**src/design/simd_issue_pkg.sv**
```systemverilog
package simd_issue_pkg;

    // Instruction tag that comes back with the completion
    typedef logic [3:0] tag_t;

    // Execution latency in cycles
    typedef logic [4:0] lat_t;

    typedef enum logic [2:0] {
        OP_ALU,
        OP_MUL,
        OP_MACC,
        OP_RED,
        OP_DIV
    } op_class_t;

    // Element width, encoded as in vsew
    typedef enum logic [1:0] {
        SEW_8,
        SEW_16,
        SEW_32,
        SEW_64
    } sew_t;

    typedef enum logic {
        DIV_IDLE,
        DIV_BUSY
    } sb_state_t;

    localparam int VLEN = 128;

    // log2 of the vector length in bytes, the depth of the reduction tree
    localparam int RED_BASE = $clog2(VLEN / 8);

    localparam lat_t LAT_ALU  = 5'd1;
    localparam lat_t LAT_MUL  = 5'd2;
    localparam lat_t LAT_MACC = 5'd3;
    localparam lat_t DIV_LAT  = 5'd31;

    localparam int RES_DEPTH = 32;
    localparam int WB_DEPTH  = 4;
    localparam int WB_PTR_W  = $clog2(WB_DEPTH);
    localparam int CNT_W     = 6;

endpackage

```
**src/design/complete_if.sv**
```systemverilog
`timescale 1ns/1ps

interface complete_if
    import simd_issue_pkg::*;
();

    logic             valid;
    tag_t             tag;
    logic [CNT_W-1:0] inflight;
    logic             credit_ok;

    // Completions have no ready, the credit check keeps the queue from overflowing
    modport sb (output valid, output tag, output inflight, input credit_ok);

    modport wb (input valid, input tag, input inflight, output credit_ok);

endinterface

```
**src/design/issue_if.sv**
```systemverilog
`timescale 1ns/1ps

interface issue_if
    import simd_issue_pkg::*;
();

    logic      valid;
    logic      ready;
    op_class_t op;
    sew_t      sew;
    tag_t      tag;

    // The issue buffer presents the instruction
    modport src (output valid, output op, output sew, output tag, input ready);

    // The scoreboard decides when it is taken
    modport dst (input valid, input op, input sew, input tag, output ready);

endinterface

```
**src/design/simd_issue_buffer.sv**
```systemverilog
`timescale 1ns/1ps

module simd_issue_buffer
    import simd_issue_pkg::*;
(
    input  logic      clk_i,
    input  logic      rstn_i,
    input  logic      flush_i,
    input  logic      in_valid_i,
    output logic      in_ready_o,
    input  op_class_t in_op_i,
    input  sew_t      in_sew_i,
    input  tag_t      in_tag_i,
    issue_if.src      issue
);

    logic      full_q;
    op_class_t op_q;
    sew_t      sew_q;
    tag_t      tag_q;
    logic      drain;
    logic      load;

    assign drain = full_q & issue.ready;

    // Room exists when empty or when the held entry leaves this cycle.
    // Nothing is taken during a flush, so no instruction is silently dropped
    assign in_ready_o = (~full_q | drain) & ~flush_i;
    assign load       = in_valid_i & in_ready_o;

    always_ff @(posedge clk_i or negedge rstn_i) begin
        if (!rstn_i) begin
            full_q <= 1'b0;
        end else if (flush_i) begin
            full_q <= 1'b0;
        end else if (load) begin
            full_q <= 1'b1;
        end else if (drain) begin
            full_q <= 1'b0;
        end
    end

    always_ff @(posedge clk_i) begin
        if (load) begin
            op_q  <= in_op_i;
            sew_q <= in_sew_i;
            tag_q <= in_tag_i;
        end
    end

    assign issue.valid = full_q;
    assign issue.op    = op_q;
    assign issue.sew   = sew_q;
    assign issue.tag   = tag_q;

    // A stalled instruction must still be offered unchanged one cycle later
    a_hold_stable: assert property (@(posedge clk_i) disable iff (!rstn_i)
        (issue.valid && !issue.ready && !flush_i) |=>
            (issue.valid && $stable({issue.op, issue.sew, issue.tag})));

endmodule

```
**src/design/simd_issue_top.sv**
```systemverilog
`timescale 1ns/1ps

module simd_issue_top
    import simd_issue_pkg::*;
(
    input  logic      clk_i,
    input  logic      rstn_i,
    input  logic      flush_i,
    input  logic      in_valid_i,
    output logic      in_ready_o,
    input  op_class_t in_op_i,
    input  sew_t      in_sew_i,
    input  tag_t      in_tag_i,
    output logic      wb_valid_o,
    input  logic      wb_ready_i,
    output tag_t      wb_tag_o
);

    issue_if    issue ();
    complete_if cpl ();

    simd_issue_buffer u_buffer (
        .clk_i      (clk_i),
        .rstn_i     (rstn_i),
        .flush_i    (flush_i),
        .in_valid_i (in_valid_i),
        .in_ready_o (in_ready_o),
        .in_op_i    (in_op_i),
        .in_sew_i   (in_sew_i),
        .in_tag_i   (in_tag_i),
        .issue      (issue.src)
    );

    simd_scoreboard u_scoreboard (
        .clk_i   (clk_i),
        .rstn_i  (rstn_i),
        .flush_i (flush_i),
        .issue   (issue.dst),
        .cpl     (cpl.sb)
    );

    // The queue is not flushed, finished results still drain
    simd_wb_queue u_wb_queue (
        .clk_i      (clk_i),
        .rstn_i     (rstn_i),
        .cpl        (cpl.wb),
        .wb_valid_o (wb_valid_o),
        .wb_ready_i (wb_ready_i),
        .wb_tag_o   (wb_tag_o)
    );

endmodule

```
**src/design/simd_scoreboard.sv**
```systemverilog
`timescale 1ns/1ps

module simd_scoreboard
    import simd_issue_pkg::*;
(
    input  logic clk_i,
    input  logic rstn_i,
    input  logic flush_i,
    issue_if.dst issue,
    complete_if.sb cpl
);

    // Slot i holds the instruction that writes back i+1 cycles from now
    logic [RES_DEPTH-1:0] res_vld_q;
    logic [RES_DEPTH-1:0] res_vld_d;
    logic [RES_DEPTH-1:0] res_div_q;
    logic [RES_DEPTH-1:0] res_div_d;
    logic [RES_DEPTH-1:0] shift_vld;
    tag_t                 res_tag_q [RES_DEPTH];
    tag_t                 res_tag_d [RES_DEPTH];

    sb_state_t div_state_q;
    sb_state_t div_state_d;

    lat_t             lat;
    lat_t             slot;
    logic             is_div;
    logic             accept;
    logic [CNT_W-1:0] occupied;

    function automatic lat_t decode_lat(input op_class_t op, input sew_t sew);
        case (op)
            OP_MUL:  decode_lat = (sew == SEW_64) ? LAT_MUL + 5'd1 : LAT_MUL;
            OP_MACC: decode_lat = (sew == SEW_64) ? LAT_MACC + 5'd1 : LAT_MACC;
            OP_RED: begin
                // Wider elements leave fewer levels in the reduction tree
                case (sew)
                    SEW_8, SEW_16: decode_lat = lat_t'(RED_BASE + 1);
                    SEW_32:        decode_lat = lat_t'(RED_BASE);
                    default:       decode_lat = lat_t'(RED_BASE - 1);
                endcase
            end
            OP_DIV:  decode_lat = DIV_LAT;
            default: decode_lat = LAT_ALU;
        endcase
    endfunction

    assign lat    = decode_lat(issue.op, issue.sew);
    assign slot   = lat - 5'd1;
    assign is_div = (issue.op == OP_DIV);

    // Table contents after this cycle's shift, before any new write
    assign shift_vld = {1'b0, res_vld_q[RES_DEPTH-1:1]};

    assign issue.ready = ~flush_i & ~shift_vld[slot] & cpl.credit_ok &
                         (~is_div | (div_state_q == DIV_IDLE));
    assign accept      = issue.valid & issue.ready;

    always_comb begin
        res_vld_d = shift_vld;
        res_div_d = {1'b0, res_div_q[RES_DEPTH-1:1]};
        for (int i = 0; i < RES_DEPTH - 1; i++) begin
            res_tag_d[i] = res_tag_q[i+1];
        end
        res_tag_d[RES_DEPTH-1] = res_tag_q[RES_DEPTH-1];
        if (accept) begin
            res_vld_d[slot] = 1'b1;
            res_div_d[slot] = is_div;
            res_tag_d[slot] = issue.tag;
        end
        if (flush_i) begin
            res_vld_d = '0;
            res_div_d = '0;
        end
    end

    // The divider frees up when its instruction drops out of slot 0
    always_comb begin
        div_state_d = div_state_q;
        case (div_state_q)
            DIV_IDLE: if (accept && is_div) div_state_d = DIV_BUSY;
            DIV_BUSY: if (res_vld_q[0] && res_div_q[0]) div_state_d = DIV_IDLE;
            default:  div_state_d = DIV_IDLE;
        endcase
        if (flush_i) begin
            div_state_d = DIV_IDLE;
        end
    end

    always_ff @(posedge clk_i or negedge rstn_i) begin
        if (!rstn_i) begin
            res_vld_q   <= '0;
            res_div_q   <= '0;
            div_state_q <= DIV_IDLE;
        end else begin
            res_vld_q   <= res_vld_d;
            res_div_q   <= res_div_d;
            div_state_q <= div_state_d;
        end
    end

    always_ff @(posedge clk_i) begin
        res_tag_q <= res_tag_d;
    end

    always_comb begin
        occupied = '0;
        for (int i = 0; i < RES_DEPTH; i++) begin
            occupied = occupied + CNT_W'(res_vld_q[i]);
        end
    end

    assign cpl.valid    = res_vld_q[0];
    assign cpl.tag      = res_tag_q[0];
    assign cpl.inflight = occupied;

    // A new entry adds to the occupancy instead of replacing one already in the table
    a_no_overwrite: assert property (@(posedge clk_i) disable iff (!rstn_i)
        accept |=> (occupied == $past(occupied) - CNT_W'($past(res_vld_q[0])) + CNT_W'(1)));

    // The FSM and the per-slot divide flags have to agree
    a_single_div: assert property (@(posedge clk_i) disable iff (!rstn_i)
        (accept && is_div) |-> (res_div_q == '0));

endmodule

```
**src/design/simd_wb_queue.sv**
```systemverilog
`timescale 1ns/1ps

module simd_wb_queue
    import simd_issue_pkg::*;
(
    input  logic   clk_i,
    input  logic   rstn_i,
    complete_if.wb cpl,
    output logic   wb_valid_o,
    input  logic   wb_ready_i,
    output tag_t   wb_tag_o
);

    tag_t                mem_q [WB_DEPTH];
    logic [WB_PTR_W-1:0] wr_ptr_q;
    logic [WB_PTR_W-1:0] rd_ptr_q;
    logic [CNT_W-1:0]    cnt_q;
    logic [CNT_W-1:0]    free_cnt;
    logic                push;
    logic                pop;

    assign push = cpl.valid;
    assign pop  = wb_valid_o & wb_ready_i;

    always_ff @(posedge clk_i or negedge rstn_i) begin
        if (!rstn_i) begin
            wr_ptr_q <= '0;
            rd_ptr_q <= '0;
            cnt_q    <= '0;
        end else begin
            if (push) begin
                wr_ptr_q <= wr_ptr_q + 1'b1;
            end
            if (pop) begin
                rd_ptr_q <= rd_ptr_q + 1'b1;
            end
            case ({push, pop})
                2'b10:   cnt_q <= cnt_q + 1'b1;
                2'b01:   cnt_q <= cnt_q - 1'b1;
                default: cnt_q <= cnt_q;
            endcase
        end
    end

    always_ff @(posedge clk_i) begin
        if (push) begin
            mem_q[wr_ptr_q] <= cpl.tag;
        end
    end

    assign wb_valid_o = (cnt_q != '0);
    assign wb_tag_o   = mem_q[rd_ptr_q];

    // Every instruction in the table already owns one queue entry,
    // a new issue needs one more on top of that
    assign free_cnt      = CNT_W'(WB_DEPTH) - cnt_q;
    assign cpl.credit_ok = (free_cnt > cpl.inflight);

    a_no_overflow: assert property (@(posedge clk_i) disable iff (!rstn_i)
        cpl.valid |-> (cnt_q < CNT_W'(WB_DEPTH)));

endmodule

```
**config.mk**
```make
export PLATFORM = sky130hd
export DESIGN_NAME = simd_issue_top
export DESIGN_NICKNAME = d
export VERILOG_FILES = /design/src/design/simd_issue_pkg.sv /design/src/design/complete_if.sv /design/src/design/issue_if.sv /design/src/design/simd_issue_buffer.sv /design/src/design/simd_issue_top.sv /design/src/design/simd_scoreboard.sv /design/src/design/simd_wb_queue.sv
export SDC_FILE = /design/constraint.sdc
export NUM_CORES = 1
export LEC_CHECK = 0
export BUFFER_PORTS_ARGS = -buffer_cell sky130_fd_sc_hd__buf_2
export CELL_PAD_IN_SITES_DETAIL_PLACEMENT = 1
export CELL_PAD_IN_SITES_GLOBAL_PLACEMENT = 1
export CORE_MARGIN = 2
export CORE_UTILIZATION = 46
export DETAILED_ROUTE_END_ITERATION = 10
export HOLD_SLACK_MARGIN = 0.03
export PLACE_DENSITY_LB_ADDON = 0.1
export SLEW_MARGIN = 15
export SYNTH_ARGS = -nofsm -noshare
export SYNTH_HDL_FRONTEND = slang
export SYNTH_SLANG_ARGS = --single-unit
```
**constraint.sdc**
```tcl
create_clock -name clk_i -period 7.2 [get_ports clk_i]
set_input_delay 0.72 -clock clk_i [delete_from_list [all_inputs] [get_ports clk_i]]
set_output_delay 0.72 -clock clk_i [all_outputs]
set_load 0.005 [all_outputs]
```
==> flow_summary.ini <==
[worst_setup_path]
reg2reg_slack_ns = 0.11
max_stage_delay_ns = 0.57
path_depth = 22
path_buf_inv = 2
reg2reg_to = u_scoreboard.res_tag_q[19]
slowest_stage = fa_1
cp_max_fo = 2
rr_worst_depth = 23
crit_top_cell = fa_1
crit_start = u_scoreboard.res_vld_q[1]
worstReg2RegStart = u_scoreboard.res_vld_q[1]
cp.required_ns = 6.48
crit_chain = ha_1 -> inv_1 -> fa_1 -> fa_1 -> fa_1 -> fa_1 -> fa_1 -> fa_1 -> fa_2 -> fa_2 -> o21ai_1 -> a21oi_1 -> xor2_1 -> ha_1 -> and4_4 -> a221oi_2 -> o31a_1 -> o31ai_4 -> a31oi_4 -> o21ai_2 -> a21oi_1 -> buf_2
end_kind = output pin
setup.worst_path.start_class = flop
crit_family = adder cells
worstSetupPathType = flop to output pin
crit_path_end = in_ready_o
cp.arrival_ns = 6.92

[clock_network]
hold_buffers = 0
cts_buffer_depth = 3
clk-insertion-delay-late_ns = 0.52
cts_tree = built
cts-root-buf = clkbuf_16
clk_pin_slew_ns = 0.06
cts_made_buffers = 25
htreeDepth = 1
cts_sinks = 229

[job]
drv_cap = 0

[die]
die_y_um = 144
dieArea_mm2 = 0.0207
die_x_um = 144
num_io_pins = 20
core_area_mm2 = 0.0193
placementRows = 51
initial_core_util_pct = 46.6

[yosys]
yosys-top-cells-count = dfxtp_1 (124), dfrtp_1 (76), clkbuf_1 (70)
synth-seq-cells = 229
synth_edf_count = 29
syn_area_per_cell_um2 = 12.6
ys_seq_area_share_pct = 58.3
synth_largest_area_cell = dfxtp_1
synth_cells = 716
synth_top_flop_cell = dfxtp_1
synthTopCellsByArea = dfxtp_1 (28%), dfrtp_1 (21%), edfxtp_1 (9.7%)
ys_types = 58
synth_top_area_share_pct = 27.5
synth.most_common_cell = dfxtp_1
syn_area_mm2 = 0.00901
yosys_warnings = 0
synthArstFlopShare_pct = 33.2

[detailed_routing]
vias = 4845
wl_mm = 16.7
vias_per_cell = 4.87
drc = 0
wl_per_cell_um = 16.8
first_pass_iters = 4
drt-initial-drc-count = 185
drtAntennaViolNets = 0

[finish]
final_core_util_pct = 52.8
area_growth_pct = 13.3
antenna_cells = 0
nFillCells = 1943
drive_gt1_share_pct = 24.4
nets = 779

[sta]
whs_ns = 0.325
fmax_mhz = 131
clock_skew_ns = 0.0143
rsz0062_at_grt = true
worst_slack_ns = -0.444
finalMaxSlewViolations = 0
period_share_pct = 106
fin_setup_tns_ns = -0.444
relSlewSlack_pct = 26.1
setup_viol = 1
min_period_ns = 7.64
tightest_slew_ns = 1.11
timing.final.hold_violations = 0

[grt]
grt_pass1_vias = 5345
gr-usage-all-layers_pct = 16.9
grt_pass1_wl_mm = 27.4
antenna_found_initial = 0
grt_max_degree = 77
gr-total-overflow = 0

[place]
gp_congestion = 0.823
io_buffers = 19
dp_hpwl_mm = 11.5

[status]
status = complete, but fails checks
violations = setup timing

[power_and_ir_drop]
vdd_ir_drop_max_uv = 174
cellPowerDensity_mw_per_mm2 = 327
p_leak_uw = 0.00454

[min_path]
holdPathStages = 0
hold_class = flop to flop
[cells by family after synthesis]
| logic type | count (synthesis) | share of synthesized area, % |
|---|---|---|
| multiplexers | 81 | 10.8 |
| AO/OA/AOI/OAI | 68 | 5.30 |
| AND/OR/NAND/NOR | 125 | 8.34 |
| flip-flops | 229 | 58.3 |
| other | 1 | 0.0416 |
| XOR/XNOR | 17 | 1.65 |
| adder cells (fa/ha/maj) | 53 | 9.44 |
| buffers and inverters | 142 | 6.09 |
[per-layer routing]
metal / routed length (um) / global-route usage [%] / vias up
met5: 0 / 0 / -
met3: 714 / 2.95 / 35
met2: 8460 / 29.8 / 75
li1: - / - / 2308
met4: 333 / 4.44 / 0
met1: 7160 / 21.5 / 2427
[flip-flops by register name (all words and copies together), names as in the netlist, named ones only]
register / count
u_scoreboard.res_tag_q: 120
u_wb_queue.rd_ptr_q: 2
u_buffer.issue.sew: 2
u_wb_queue.mem_q: 16
u_wb_queue.cnt_q: 6
u_scoreboard.div_state_q: 1
u_wb_queue.wr_ptr_q: 2
u_buffer.issue.op: 3
u_buffer.issue.valid: 1
u_scoreboard.res_div_q: 32
u_scoreboard.res_vld_q: 32
u_scoreboard.cpl.tag: 4
u_buffer.issue.tag: 4
[cell type report]
class,instances,area [um2],share of cell area [%]
clock buffer,39,731,7.16
timing repair buffer,40,284,2.78
multi-input combinational,350,3300,32.3
tap,265,332,3.25
clock inverter,6,58.8,0.576
inverter,66,248,2.43
sequential,229,5260,51.5
[repair_timing]
action                                  in CTS  in global routing
resized for setup                            8                 19
endpoints found under the setup margin      72                 90
setup buffers                                2                  4
pin swaps                                   10                  6
[worst min-delay path by stage]
stage / from / endpoint
global route: u_scoreboard.res_tag_q[90] / u_scoreboard.res_tag_q[94]
global placement: u_scoreboard.res_tag_q[72] / u_scoreboard.res_tag_q[76]
floorplan: u_scoreboard.res_tag_q[44] / u_scoreboard.res_tag_q[48]
detailed placement: u_scoreboard.res_tag_q[63] / u_scoreboard.res_tag_q[67]
CTS: u_scoreboard.res_tag_q[62] / u_scoreboard.res_tag_q[66]
finish: u_scoreboard.res_tag_q[83] / u_scoreboard.res_tag_q[87]
[placed cells by master, fill, tap and decap left out, types with 17 or more instances in the layout]
cell       count
dfxtp_1      124
dfrtp_1       76
inv_1         65
mux2_2        59
edfxtp_1      29
ha_1          28
a21oi_1       27
clkbuf_16     27
nor2b_1       25
nor2_1        24
fa_1          23
buf_4         19
buf_2         18
nand2_1       17
[power breakdown]
group          switching, uW  total, uW  internal [uW]
Sequential              91.9       1530           1440
Clock                    494       1200            706
Combinational            315        610            295
[per-stage QoR]
step / setup WS [ns] / std cells / power (uW) / area, um2
finish: -0.444 / 995 / 3340 / 10200
global route: -0.669 / 995 / 3540 / 10200
CTS: -0.567 / 991 / 3380 / 10100
detailed placement: -0.216 / 944 / 2140 / 9290
global placement: 0.00524 / 944 / 2100 / 9290
floorplan: 0.0152 / 721 / 1960 / 9030
(Power assumes the default switching activity.)
